### config.mk
export PLATFORM = sky130hd
export DESIGN_NAME = icache_repl_flat
export DESIGN_NICKNAME = d
export VERILOG_FILES = /design/src/common/icache_pkg.sv /design/src/common/icache_array_if.sv /design/src/icache/icache_repl.sv /design/src/flat_wrapper.sv
export VERILOG_INCLUDE_DIRS = /design/src /design/src/common
export SDC_FILE = /design/constraint.sdc
export NUM_CORES = 1
export LEC_CHECK = 0
export ABC_AREA = 1
export BUFFER_PORTS_ARGS = -buffer_cell sky130_fd_sc_hd__buf_4
export CORE_AREA = 10 10 236 238
export CTS_BUF_LIST = sky130_fd_sc_hd__clkbuf_8
export CTS_CLUSTER_SIZE = 20
export DETAILED_ROUTE_END_ITERATION = 8
export DIE_AREA = 0 0 246 248
export PLACE_DENSITY = 0.3
export SYNTH_ARGS = -nofsm -noshare
export SYNTH_HDL_FRONTEND = slang
export SYNTH_SLANG_ARGS = --single-unit
export TNS_END_PERCENT = 1
### constraint.sdc
create_clock -name clk_i -period 0.8 [get_ports clk_i]
set_input_delay 0.12 -clock clk_i [delete_from_list [all_inputs] [get_ports clk_i]]
set_output_delay 0.12 -clock clk_i [all_outputs]
set_load 0.1 [all_outputs]
### src/common/icache_defines.svh
/*
 * instruction cache geometry macros
 * ways, sets, words per line, address width and replacement LFSR width
 */

`ifndef ICACHE_DEFINES_SVH
`define ICACHE_DEFINES_SVH

// associativity, fixed by the one-hot way logic
`define ICACHE_WAYS 4

// number of sets, one flush cycle per set
`define ICACHE_SETS 16

// 32-bit words held by one line
`define ICACHE_LINE_WORDS 4

// physical fetch address width
`define ICACHE_PADDR_W 32

// replacement LFSR width, taps assume 8
`define ICACHE_LFSR_W 8

`endif
### src/common/icache_pkg.sv
/*
 * instruction cache types
 * address fields, line and word vectors, way vectors, controller states
 */

`include "icache_defines.svh"

`default_nettype none

package icache_pkg;

  // full physical address
  typedef logic [`ICACHE_PADDR_W-1:0] paddr_t;

  // address is split as tag | set index | word offset | byte offset
  typedef logic [`ICACHE_PADDR_W-$clog2(`ICACHE_SETS)-$clog2(`ICACHE_LINE_WORDS)-3:0] tag_t;
  typedef logic [$clog2(`ICACHE_SETS)-1:0] set_idx_t;
  typedef logic [$clog2(`ICACHE_LINE_WORDS)-1:0] word_off_t;

  // payload
  typedef logic [31:0] fetch_word_t;
  typedef logic [`ICACHE_LINE_WORDS*32-1:0] line_t;

  // way selection, one-hot and binary
  typedef logic [`ICACHE_WAYS-1:0] way_oh_t;
  typedef logic [$clog2(`ICACHE_WAYS)-1:0] way_idx_t;

  // controller FSM
  typedef enum logic [1:0] {
    FLUSH,
    IDLE,
    READ,
    MISS
  } ctrl_state_e;

endpackage

`default_nettype wire

### src/common/icache_array_if.sv
/*
 * array access bundle
 * read, write and valid-clear requests plus the registered read results
 */

`include "icache_defines.svh"

`default_nettype none

interface icache_array_if;

  // requests from the controller
  logic                                       rd_en;
  logic                                       wr_en;
  logic                                       vld_clr;
  icache_pkg::set_idx_t                       idx;
  icache_pkg::way_oh_t                        wr_way_oh;
  icache_pkg::tag_t                           wr_tag;
  icache_pkg::line_t                          wr_line;

  // read results, held until the next rd_en
  icache_pkg::tag_t  [`ICACHE_WAYS-1:0]       tag_rd;
  icache_pkg::way_oh_t                        vld_rd;
  icache_pkg::line_t [`ICACHE_WAYS-1:0]       line_rd;

  modport ctrl  (output rd_en, wr_en, vld_clr, idx, wr_way_oh, wr_tag, wr_line);
  modport array (input  rd_en, wr_en, vld_clr, idx, wr_way_oh, wr_tag, wr_line,
                 output tag_rd, vld_rd, line_rd);
  modport sel   (input  tag_rd, vld_rd, line_rd);

endinterface

`default_nettype wire

### src/icache/icache_repl.sv
/*
 * replacement way choice
 * first invalid way, else an 8-bit LFSR pick once the set is full
 */

`include "icache_defines.svh"

`default_nettype none

module icache_repl (
  input  wire logic                 clk_i,
  input  wire logic                 rst_ni,
  input  wire logic                 repl_adv_i,
  output      icache_pkg::way_oh_t  repl_way_o,
  output      logic                 all_valid_o,
  icache_array_if.sel               arr
);

  icache_pkg::way_oh_t       inv_way_oh;
  icache_pkg::way_idx_t      rnd_idx;
  logic [`ICACHE_LFSR_W-1:0] lfsr_d, lfsr_q;
  logic                      fb;

  // lowest numbered invalid way wins
  always_comb begin : p_first_inv
    inv_way_oh = '0;
    for (int w = `ICACHE_WAYS - 1; w >= 0; w--) begin
      if (!arr.vld_rd[w]) begin
        inv_way_oh = icache_pkg::way_oh_t'(1) << w;
      end
    end
  end

  assign all_valid_o = &arr.vld_rd;

  // fibonacci form, x^8 + x^6 + x^5 + x^4 + 1
  assign fb     = lfsr_q[7] ^ lfsr_q[5] ^ lfsr_q[4] ^ lfsr_q[3];
  assign lfsr_d = {lfsr_q[`ICACHE_LFSR_W-2:0], fb};

  always_ff @(posedge clk_i or negedge rst_ni) begin : p_lfsr
    if (!rst_ni) begin
      lfsr_q <= `ICACHE_LFSR_W'(1);
    end else if (repl_adv_i) begin
      lfsr_q <= lfsr_d;
    end
  end

  assign rnd_idx    = lfsr_q[$bits(icache_pkg::way_idx_t)-1:0];
  assign repl_way_o = all_valid_o ? (icache_pkg::way_oh_t'(1) << rnd_idx) : inv_way_oh;

  a_repl_onehot: assert property (@(posedge clk_i) disable iff (!rst_ni)
    $onehot(repl_way_o));

endmodule

`default_nettype wire

### src/flat_wrapper.sv
// flat-port wrapper written by rule: the top's interface ports become plain ports
module icache_repl_flat 
  (clk_i, rst_ni, repl_adv_i, repl_way_o, all_valid_o, arr_tag_rd, arr_vld_rd, arr_line_rd);
  icache_array_if arr_i ();
  input  wire logic clk_i;
  input  wire logic rst_ni;
  input  wire logic repl_adv_i;
  output      icache_pkg::way_oh_t repl_way_o;
  output      logic all_valid_o;
  input wire logic [$bits(arr_i.tag_rd)-1:0] arr_tag_rd;
  input wire logic [$bits(arr_i.vld_rd)-1:0] arr_vld_rd;
  input wire logic [$bits(arr_i.line_rd)-1:0] arr_line_rd;
  assign arr_i.tag_rd = arr_tag_rd;
  assign arr_i.vld_rd = arr_vld_rd;
  assign arr_i.line_rd = arr_line_rd;
  icache_repl u_core (.clk_i(clk_i), .rst_ni(rst_ni), .repl_adv_i(repl_adv_i), .repl_way_o(repl_way_o), .all_valid_o(all_valid_o), .arr(arr_i));
endmodule
==> run metrics <==
outcome finished with violations; violated checks negative setup slack; routed length per instance about 2.4 um; Crit path max-delay family flip-flops; Worst-Skew Late Latency ~0.23 ns; # setup viols final 8; post-synthesis mux area share 0%; warnings from Yosys 0; final hold slack around 0.16 ns; worst-path maximum fanout 4; largest family of logic cells by synthesized area simple AND/OR/NAND/NOR gates; Clk pin slew, worst setup/hold paths roughly 0.050 ns; share of layout cells above drive strength 1 just under 50%; Worst Skew 0.00994 ns; max reg flops 8; Max Freq between 700 and 800 MHz; Slew @ Worst Pin between 0.2 and 0.25 ns; crit end category output pin; Final Cell Area 1710 um^2; RR Endpoint u_core.lfsr_q[2]; post-synth net total 675; Crit. path cell count 3; Cell Area, Placed 1560 um^2; Pre-Repair DR Iteration Count 4; simple-gate share of the synthesized area 30.7%; initial antenna violation count 0; final-stage net count roughly 700; post-DP HPWL between 1500 and 2000 um; routability cong. approximately 0.6; I/O Pins between 600 and 700; number of fill cells between 6000 and 7000; final hold vios 0; # rows 83; RSZ-0062 raised after global routing true; max_cap viols 0; post-layout min period approximately 1.4 ns; Worst Path Required 0.68 ns; Max-slew headroom a little under nine tenths; CP max stage delay about 0.56 ns; syn avg cell area roughly 7.0 um^2; DRC 0; complex-gate fraction of the synthesized area about an eighth; Largest Register u_core.lfsr_q; setup bufs post-CTS 0; crit path to repl_way_o[3]; Synth Instances 60; vias in the first global route ~500; Seq cells post-synth 8; Area contributors post-synth dfrtp_1 (42%), nand2_1 (21%), o21ai_0 (11%); xor/xnor share of the synthesized area 0%; number of port buffers 11; Hold Startpoint repl_adv_i; vias per cell about 0.60; Startpoint Class register; r2r startpoint u_core.lfsr_q[1]; Sink Count 8; adder-cell share of the synthesized area 0%; first-pass GRT wire length 2920 um; Cell Count, Final, Fillers Out between 700 and 800; critical path class register to output pin; Post-Syn Area roughly 420 um^2; VDD IR max roughly 0.76 mV; PD cells between 1000 and 1500 nW/um^2; FF-to-FF setup slack -0.10 ns; Slowest-stage cell, CP dfstp_2; Reg2Reg Depth 3; top sig layer met4; Synth top area share roughly two fifths; Hold Crit Class input port to register; final WL 1850 um; placed cells 762; Synth area leader dfrtp_1; n_diodes 0; Area Growth Syn to Fin 308%; starting density of the core 0.822%; P_leak roughly 0.00041 uW; Cell variety after synth 10; CTS tree built; CP Buf/Inv Count 1; Total GRT Usage less than 1%; Regs by FF count u_core.lfsr_q (8); final worst-path cycle share 176%; met2 wire length between 800 and 900 um; met3 wire length just over 100 um; worst setup margin -0.604 ns; post-synthesis sequential area ratio about 48%; core area between 50000 and 60000 um^2; # H-tree levels 1; total number of vias ~460; critical path arrival about 1.3 ns; 1st-iter DRT viols 10; total gr overflow 0; area of the die 61000 um^2; Slew Viols, Final 0; CTS root buf clkbuf_8; Final ANT Viol Nets 0; largest net degree at the start of global routing 13; CP cell instances nand2_2, a21oi_4, buf_12; CTS buffer count 3; DIE WIDTH between 200 and 250 um; beginning of the critical path u_core.lfsr_q[0]; die height about 250 um; Clock Path Buffers 2; met1 wire length 916 um
[synthesized netlist by cell type]
cell type	instances
nand2_1	24
dfrtp_1	7
inv_1	9
nor2_2	1
nor2_1	2
nand3_1	5
dfstp_2	1
o21ai_0	9
buf_2	1
a21oi_1	1
[worst min path at each step]
stage                     depth (start not counted)          endpoint
after floorplan                                   0  u_core.lfsr_q[1]
after detailed placement                          1  u_core.lfsr_q[3]
final                                             2  u_core.lfsr_q[4]
after global placement                            1  u_core.lfsr_q[4]
after global routing                              2  u_core.lfsr_q[4]
after CTS                                         2  u_core.lfsr_q[3]
[where the power goes]
group	switching [uW]	leakage, uW	internal (uW)	total [uW]
sequential	106	0.000101	530	636
clock	170	0.0000269	333	504
combinational	425	0.000282	348	773
[cell families (layout without fill, tap and decap cells)]
| kind of cell | count (synthesis) | count (layout) |
|---|---|---|
| buf+inv | 10 | 37 |
| simple gates | 32 | 32 |
| compound gates | 10 | 10 |
| flops | 8 | 8 |
[layout make-up]
type	count	area, um^2	share of cell area (%)
Clock buffer	3	41.3	2.42
Clock inverter	1	3.75	0.220
Inverter	9	33.8	1.98
Tap cell	680	851	49.8
Multi-Input combinational cell	42	303	17.7
Sequential cell	8	201	11.8
Timing Repair Buffer	24	275	16.1
[layer usage]
metal  GRT usage, %  vias up
li1               -      242
met1          0.853      207
met5              0        -
met2          0.899       13
met3          0.204        2
met4          0.218        0
[stage by stage]
step           util, %  setup WS, ns  TNS, ns  power (uW)
6_report          3.35        -0.604    -2.61        1910
2_1_floorplan        -        -0.495    -1.96        1020
4_1_cts           3.33        -0.647    -2.77        1920
3_3_place_gp      3.06        -0.491    -2.26        1350
5_1_grt           3.35        -0.661    -3.12        2060
3_5_place_dp      3.06        -0.492    -2.18        1340
[placed cells by master (no fill, tap or decap)]
| master | count |
|---|---|
| nand2_1 | 20 |
| buf_4 | 13 |
| inv_1 | 8 |
| dfrtp_1 | 7 |
| buf_12 | 5 |
| nand2_8 | 3 |
| o21ai_2 | 3 |
| o21ai_0 | 3 |
| clkbuf_8 | 3 |
| buf_8 | 3 |
| nand3_2 | 2 |
| o21ai_4 | 2 |
| nand3_1 | 2 |
| inv_2 | 2 |
| nor2_1 | 2 |
| buf_6 | 2 |
| nor2_4 | 1 |
| nand3_4 | 1 |
| nand2_2 | 1 |
| a21oi_4 | 1 |
| o21ai_1 | 1 |
| dlygate4sd3_1 | 1 |
| dfstp_2 | 1 |
[timing repair]
item / CTS / global route
pin swaps: 1 / 0
hold buffers: 1 / 0
hold endpoints to repair: 8 / 0
resized for setup: 23 / 6
setup endpoints to repair: 10 / 12
Power figures use the tool's default switching activity.
