--- src/common/icache_defines.svh ---
/*
 * instruction cache geometry macros
 * ways, sets, words per line, address width and replacement LFSR width
 */

`ifndef ICACHE_DEFINES_SVH
`define ICACHE_DEFINES_SVH

// associativity, fixed by the one-hot way logic
`define ICACHE_WAYS 4

// number of sets, one flush cycle per set
`define ICACHE_SETS 16

// 32-bit words held by one line
`define ICACHE_LINE_WORDS 4

// physical fetch address width
`define ICACHE_PADDR_W 32

// replacement LFSR width, taps assume 8
`define ICACHE_LFSR_W 8

`endif
--- src/common/icache_pkg.sv ---
/*
 * instruction cache types
 * address fields, line and word vectors, way vectors, controller states
 */

`include "icache_defines.svh"

`default_nettype none

package icache_pkg;

  // full physical address
  typedef logic [`ICACHE_PADDR_W-1:0] paddr_t;

  // address is split as tag | set index | word offset | byte offset
  typedef logic [`ICACHE_PADDR_W-$clog2(`ICACHE_SETS)-$clog2(`ICACHE_LINE_WORDS)-3:0] tag_t;
  typedef logic [$clog2(`ICACHE_SETS)-1:0] set_idx_t;
  typedef logic [$clog2(`ICACHE_LINE_WORDS)-1:0] word_off_t;

  // payload
  typedef logic [31:0] fetch_word_t;
  typedef logic [`ICACHE_LINE_WORDS*32-1:0] line_t;

  // way selection, one-hot and binary
  typedef logic [`ICACHE_WAYS-1:0] way_oh_t;
  typedef logic [$clog2(`ICACHE_WAYS)-1:0] way_idx_t;

  // controller FSM
  typedef enum logic [1:0] {
    FLUSH,
    IDLE,
    READ,
    MISS
  } ctrl_state_e;

endpackage

`default_nettype wire

--- src/common/icache_array_if.sv ---
/*
 * array access bundle
 * read, write and valid-clear requests plus the registered read results
 */

`include "icache_defines.svh"

`default_nettype none

interface icache_array_if;

  // requests from the controller
  logic                                       rd_en;
  logic                                       wr_en;
  logic                                       vld_clr;
  icache_pkg::set_idx_t                       idx;
  icache_pkg::way_oh_t                        wr_way_oh;
  icache_pkg::tag_t                           wr_tag;
  icache_pkg::line_t                          wr_line;

  // read results, held until the next rd_en
  icache_pkg::tag_t  [`ICACHE_WAYS-1:0]       tag_rd;
  icache_pkg::way_oh_t                        vld_rd;
  icache_pkg::line_t [`ICACHE_WAYS-1:0]       line_rd;

  modport ctrl  (output rd_en, wr_en, vld_clr, idx, wr_way_oh, wr_tag, wr_line);
  modport array (input  rd_en, wr_en, vld_clr, idx, wr_way_oh, wr_tag, wr_line,
                 output tag_rd, vld_rd, line_rd);
  modport sel   (input  tag_rd, vld_rd, line_rd);

endinterface

`default_nettype wire

--- src/icache/icache_fetch_sel.sv ---
/*
 * tag compare and word select
 * per-way hit, priority hit way, word from hit line or refill line
 */

`include "icache_defines.svh"

`default_nettype none

module icache_fetch_sel (
  input  wire icache_pkg::tag_t       tag_i,
  input  wire icache_pkg::word_off_t  off_i,
  input  wire logic                   use_refill_i,
  input  wire icache_pkg::line_t      refill_line_i,
  output      logic                   hit_o,
  output      icache_pkg::fetch_word_t fetch_data_o,
  icache_array_if.sel                 arr
);

  localparam int unsigned word_w = $bits(icache_pkg::fetch_word_t);

  icache_pkg::way_oh_t  way_hit;
  icache_pkg::way_idx_t hit_idx;
  icache_pkg::line_t    src_line;

  // compare saved tag against every valid way
  for (genvar w = 0; w < `ICACHE_WAYS; w++) begin : gen_cmp
    assign way_hit[w] = arr.vld_rd[w] && (arr.tag_rd[w] == tag_i);
  end

  assign hit_o = |way_hit;

  // lowest hitting way
  always_comb begin : p_hit_idx
    hit_idx = '0;
    for (int w = `ICACHE_WAYS - 1; w >= 0; w--) begin
      if (way_hit[w]) begin
        hit_idx = icache_pkg::way_idx_t'(w);
      end
    end
  end

  // refill line bypasses the array during the return beat
  assign src_line     = use_refill_i ? refill_line_i : arr.line_rd[hit_idx];
  assign fetch_data_o = src_line[int'(off_i) * word_w +: word_w];

  // a line is only ever allocated on a miss, so duplicates mean a broken refill
  a_hit_onehot0: assert final ($onehot0(way_hit));

endmodule

`default_nettype wire

--- src/flat_wrapper.sv ---
// flat-port wrapper written by rule: the top's interface ports become plain ports
module icache_fetch_sel_flat 
  (tag_i, off_i, use_refill_i, refill_line_i, hit_o, fetch_data_o, arr_tag_rd, arr_vld_rd, arr_line_rd);
  icache_array_if arr_i ();
  input  wire icache_pkg::tag_t tag_i;
  input  wire icache_pkg::word_off_t off_i;
  input  wire logic use_refill_i;
  input  wire icache_pkg::line_t refill_line_i;
  output      logic hit_o;
  output      icache_pkg::fetch_word_t fetch_data_o;
  input wire logic [$bits(arr_i.tag_rd)-1:0] arr_tag_rd;
  input wire logic [$bits(arr_i.vld_rd)-1:0] arr_vld_rd;
  input wire logic [$bits(arr_i.line_rd)-1:0] arr_line_rd;
  assign arr_i.tag_rd = arr_tag_rd;
  assign arr_i.vld_rd = arr_vld_rd;
  assign arr_i.line_rd = arr_line_rd;
  icache_fetch_sel u_core (.tag_i(tag_i), .off_i(off_i), .use_refill_i(use_refill_i), .refill_line_i(refill_line_i), .hit_o(hit_o), .fetch_data_o(fetch_data_o), .arr(arr_i));
endmodule
--- config.mk ---
export PLATFORM = sky130hd
export DESIGN_NAME = icache_fetch_sel_flat
export DESIGN_NICKNAME = d
export VERILOG_FILES = /design/src/common/icache_pkg.sv /design/src/common/icache_array_if.sv /design/src/icache/icache_fetch_sel.sv /design/src/flat_wrapper.sv
export VERILOG_INCLUDE_DIRS = /design/src /design/src/common
export SDC_FILE = /design/constraint.sdc
export NUM_CORES = 1
export LEC_CHECK = 0
export BUFFER_PORTS_ARGS = -buffer_cell sky130_fd_sc_hd__buf_2
export CELL_PAD_IN_SITES_DETAIL_PLACEMENT = 0
export CELL_PAD_IN_SITES_GLOBAL_PLACEMENT = 2
export CORE_AREA = 4 4 307 309
export DETAILED_ROUTE_END_ITERATION = 10
export DIE_AREA = 0 0 311 313
export PLACE_DENSITY_LB_ADDON = 0.1
export SETUP_SLACK_MARGIN = 0.4
export SYNTH_ARGS = -nofsm -noshare
export SYNTH_HDL_FRONTEND = slang
export SYNTH_SLANG_ARGS = --single-unit
--- constraint.sdc ---
create_clock -name vclk -period 3.4
set_clock_uncertainty 0.15 [all_clocks]
set_input_delay 0.51 -clock vclk [all_inputs]
set_output_delay 0.51 -clock vclk [all_outputs]
set_load 0.05 [all_outputs]
==> results.md <==
- The core box area is 91400 µm².
- The total I/O pin count is 800.
- The run finished, with violations left.
- By area the synthesized netlist is led by mux2i_1, and4_1, a41oi_1, xor2_1, a211oi_1.
- Summing over every cut layer, the via total after detailed routing is 14800.
- The layout filler cell count is 10300.
- The worst setup path is launched from a primary input.
- The final net count is 2934.
- Entering global routing, the biggest net connects 79 pins.
- The final standard cell area without fillers is 19500 µm².
- The via count of the first global-routing pass is 15500.
- The maximum frequency from static timing analysis is 230 MHz.
- Measured along the x axis, the die boundary spans 311 µm.
- The peak ir drop on the vdd network is ~53 µV.
- The time the final worst path needs with I/O delays and setup is around 4.4 ns.
- Once the floorplan was initialized, standard cells occupied 9.33% of the core.
- The share of synthesized area in the top cell type comes to 15.0%.
- The number of instances in the synthesized netlist is ~1200.
- For the pin with the worst max-slew slack, the measured transition is 0.653 ns.
- The netlist area before placement is 8530 µm².
- The number of antenna violations at the first check in global routing is 58.
- The core utilization of the finished layout is 21.3%.
- The cell taking the most area after synthesis is mux2i_1.
- The final setup violation count is 32.
- Across all setup checks in the final design, the least slack found is -0.952 ns.
- The number of pins with negative max-slew slack in the final report was 0.
- The power density relative to cell area is 104 nW/µm².
- The detailed-placement wirelength estimate is just over 80000 µm.
- The weighted congestion reported at the end of routability-driven placement is 0.847.
- The vertical extent of the die is 313 µm.
- The number of routed nets with antenna violations is 0.
- The floorplan step defined a die boundary enclosing 97300 µm².
- The count of input and output buffers is 800.
- Summed over all layers, the global routing overflow is 0.
- Of the synthesized area, sequential elements account for 0%.
- After detailed routing, the total wire length is 96000 µm.
- The total global routing track utilization is 18.5%.
- The tightest min-delay check is of the in2out type.
- mux2i_1 is the most common cell in the netlist.
- For the worst setup path, the data arrival time is 3.69 ns.
- The number of nets handed over by synthesis was around 1900.
- Data on the critical path is required at its endpoint by 2.74 ns.
- The global-route wire length before repair is around 130000 µm.
- The DRC violation total after the first TritonRoute iteration is roughly 700.
- The number of sequential storage elements is 0.
- The iteration count of the initial detailed-routing pass is 5.
- The synthesis warning total is 0.
- Relative to the synthesized area, the layout overhead comes to 129%.
- Counting the clock-network buffers in the layout gives 0.
- The termination of the worst setup path is fetch_data_o[17].
- The instance area after placement is 16200 µm².
- Setup repair after global routing could not meet its margin everywhere.
- After floorplanning, the core was divided into 111 placement rows.
- The final reports fail on setup timing.
- The commonest cells after synthesis are mux2i_1, clkbuf_1, a21oi_1.
- The first element of the critical path is tag_i[6].
- For this design the static power due to leakage is 8.45 nW.
- The area taken by flip-flops and latches is 0 µm².
- The via-per-instance ratio is 4.39.
- In this run the worst path has a maximum fanout of 6.
- The max capacitance violation total is 0.
- The critical path is of the in2out type.
- Each instance of the synthesized netlist takes up on average 7.28 µm².
- The share of the cycle needed by the critical path after routing is 128%.
- The number of hold-slack violations in the final timing report came to 0.
- The post-detailed-route wirelength per cell is 28.5 µm.
- The worst setup path is captured at an output pin.
- The post-route netlist has 65.2% of its cells at a drive strength greater than 1.
- Headroom to the max-slew limit came out at 56.3%.
- For this run, design rule violations remaining after detail routing come to 0.
- The distinct cell type count of the synthesized netlist is 42.
-- cells by family (layout without fill, tap and decap cells) --
family	count (synthesis)	after routing	synth area share, %
buffers and inverters	151	1144	7.30
and+or+nand+nor	277	277	22.5
AOI/OAI and AO/OA	488	488	41.1
muxes	160	160	19.2
xor gates and xnor gates	96	96	9.86
other	0	22	0
-- worst max-delay path, stage by stage --
cell	delay [ns]
buf_2	0.15
buf_4	0.15
xor2_1	0.14
nor4_1	0.39
nand4_1	0.15
buf_4	0.17
nor2_4	0.13
o21ai_4	0.08
buf_12	0.14
buf_16	0.15
mux2i_4	0.21
buf_6	0.12
o211ai_1	0.54
buf_4	0.25
and4b_4	0.24
buf_12	0.14
-- through the flow --
stage	TNS (ns)	power, mW	setup slack, ns	cells	hold WS [ns]
after floorplan	0	0.693	0.134	1172	1.29
after global placement	-37.89	1.77	-1.87	3256	1.47
after detailed placement	-38.49	1.77	-1.93	3256	1.47
after CTS	-24.44	1.99	-0.992	3316	1.47
after global routing	-29.78	2.16	-1.07	3360	1.49
final	-25.47	2.02	-0.952	3373	1.47
-- where the power goes --
| part | leakage [nW] | switching [mW] | internal (mW) |
|---|---|---|---|
| sequential | 0 | 0 | 0 |
| clock | 0.000137 | 0 | 0.000000835 |
| combinational | 8.45 | 1.02 | 1.00 |
| total | 8.45 | 1.02 | 1.00 |
-- placed cells by master, fill, tap and decap left out, types with 23 or more instances in the layout --
cell type  Yosys  final
a211oi_1      66     24
a211oi_2       1     29
a21boi_0      64     64
a21o_1        32     32
a21oi_1       97     96
a22oi_1       32     32
a41oi_1       64     45
and4_1        67     65
buf_12         0     68
buf_2         36    751
buf_4          3    229
buf_6          0     55
buf_8          0     32
mux2_2        32     26
mux2i_1      128     81
mux2i_4        0     37
nand2_1       39     36
nand4_1       48     48
nor2b_1       32     32
o211ai_1      64     64
o311a_1       32     23
xor2_1        58     50
-- how the worst min path moves through the flow --
stage	start	to	slack, ns	cells after the start
6_report	refill_line_i[23]	fetch_data_o[23]	1.47	5
5_1_grt	refill_line_i[63]	fetch_data_o[31]	1.49	5
4_1_cts	refill_line_i[63]	fetch_data_o[31]	1.47	5
3_5_place_dp	refill_line_i[74]	fetch_data_o[10]	1.47	5
3_3_place_gp	refill_line_i[74]	fetch_data_o[10]	1.47	5
2_1_floorplan	arr_line_rd[142]	fetch_data_o[14]	1.29	3
-- per-layer routing --
| layer | wire (µm) | track usage [%] | vias to the layer above |
|---|---|---|---|
| met5 | 253 | 0 | - |
| met4 | 921 | 1.39 | 44 |
| met3 | 5210 | 3.47 | 94 |
| met2 | 48700 | 34.0 | 569 |
| met1 | 40900 | 23.3 | 7298 |
| li1 | - | - | 6794 |
-- timing repair --
| action | in CTS | in global routing |
|---|---|---|
| gates resized for setup | 351 | 129 |
| buffers inserted | 56 | 34 |
| pin swaps | 74 | 62 |
| cloned | 4 | 1 |
| endpoints found under the setup margin | 33 | 33 |
| hold buffers | 0 | 0 |
-- area by class of cell --
type	count	area (µm²)	share of cell area, %
multi-input combinational	1021	9790	50.2
timing repair buffer	1143	8160	41.8
tap	1186	1480	7.61
antenna	22	55.1	0.282
inverter	1	8.76	0.0449
(Power assumes the default switching activity.)
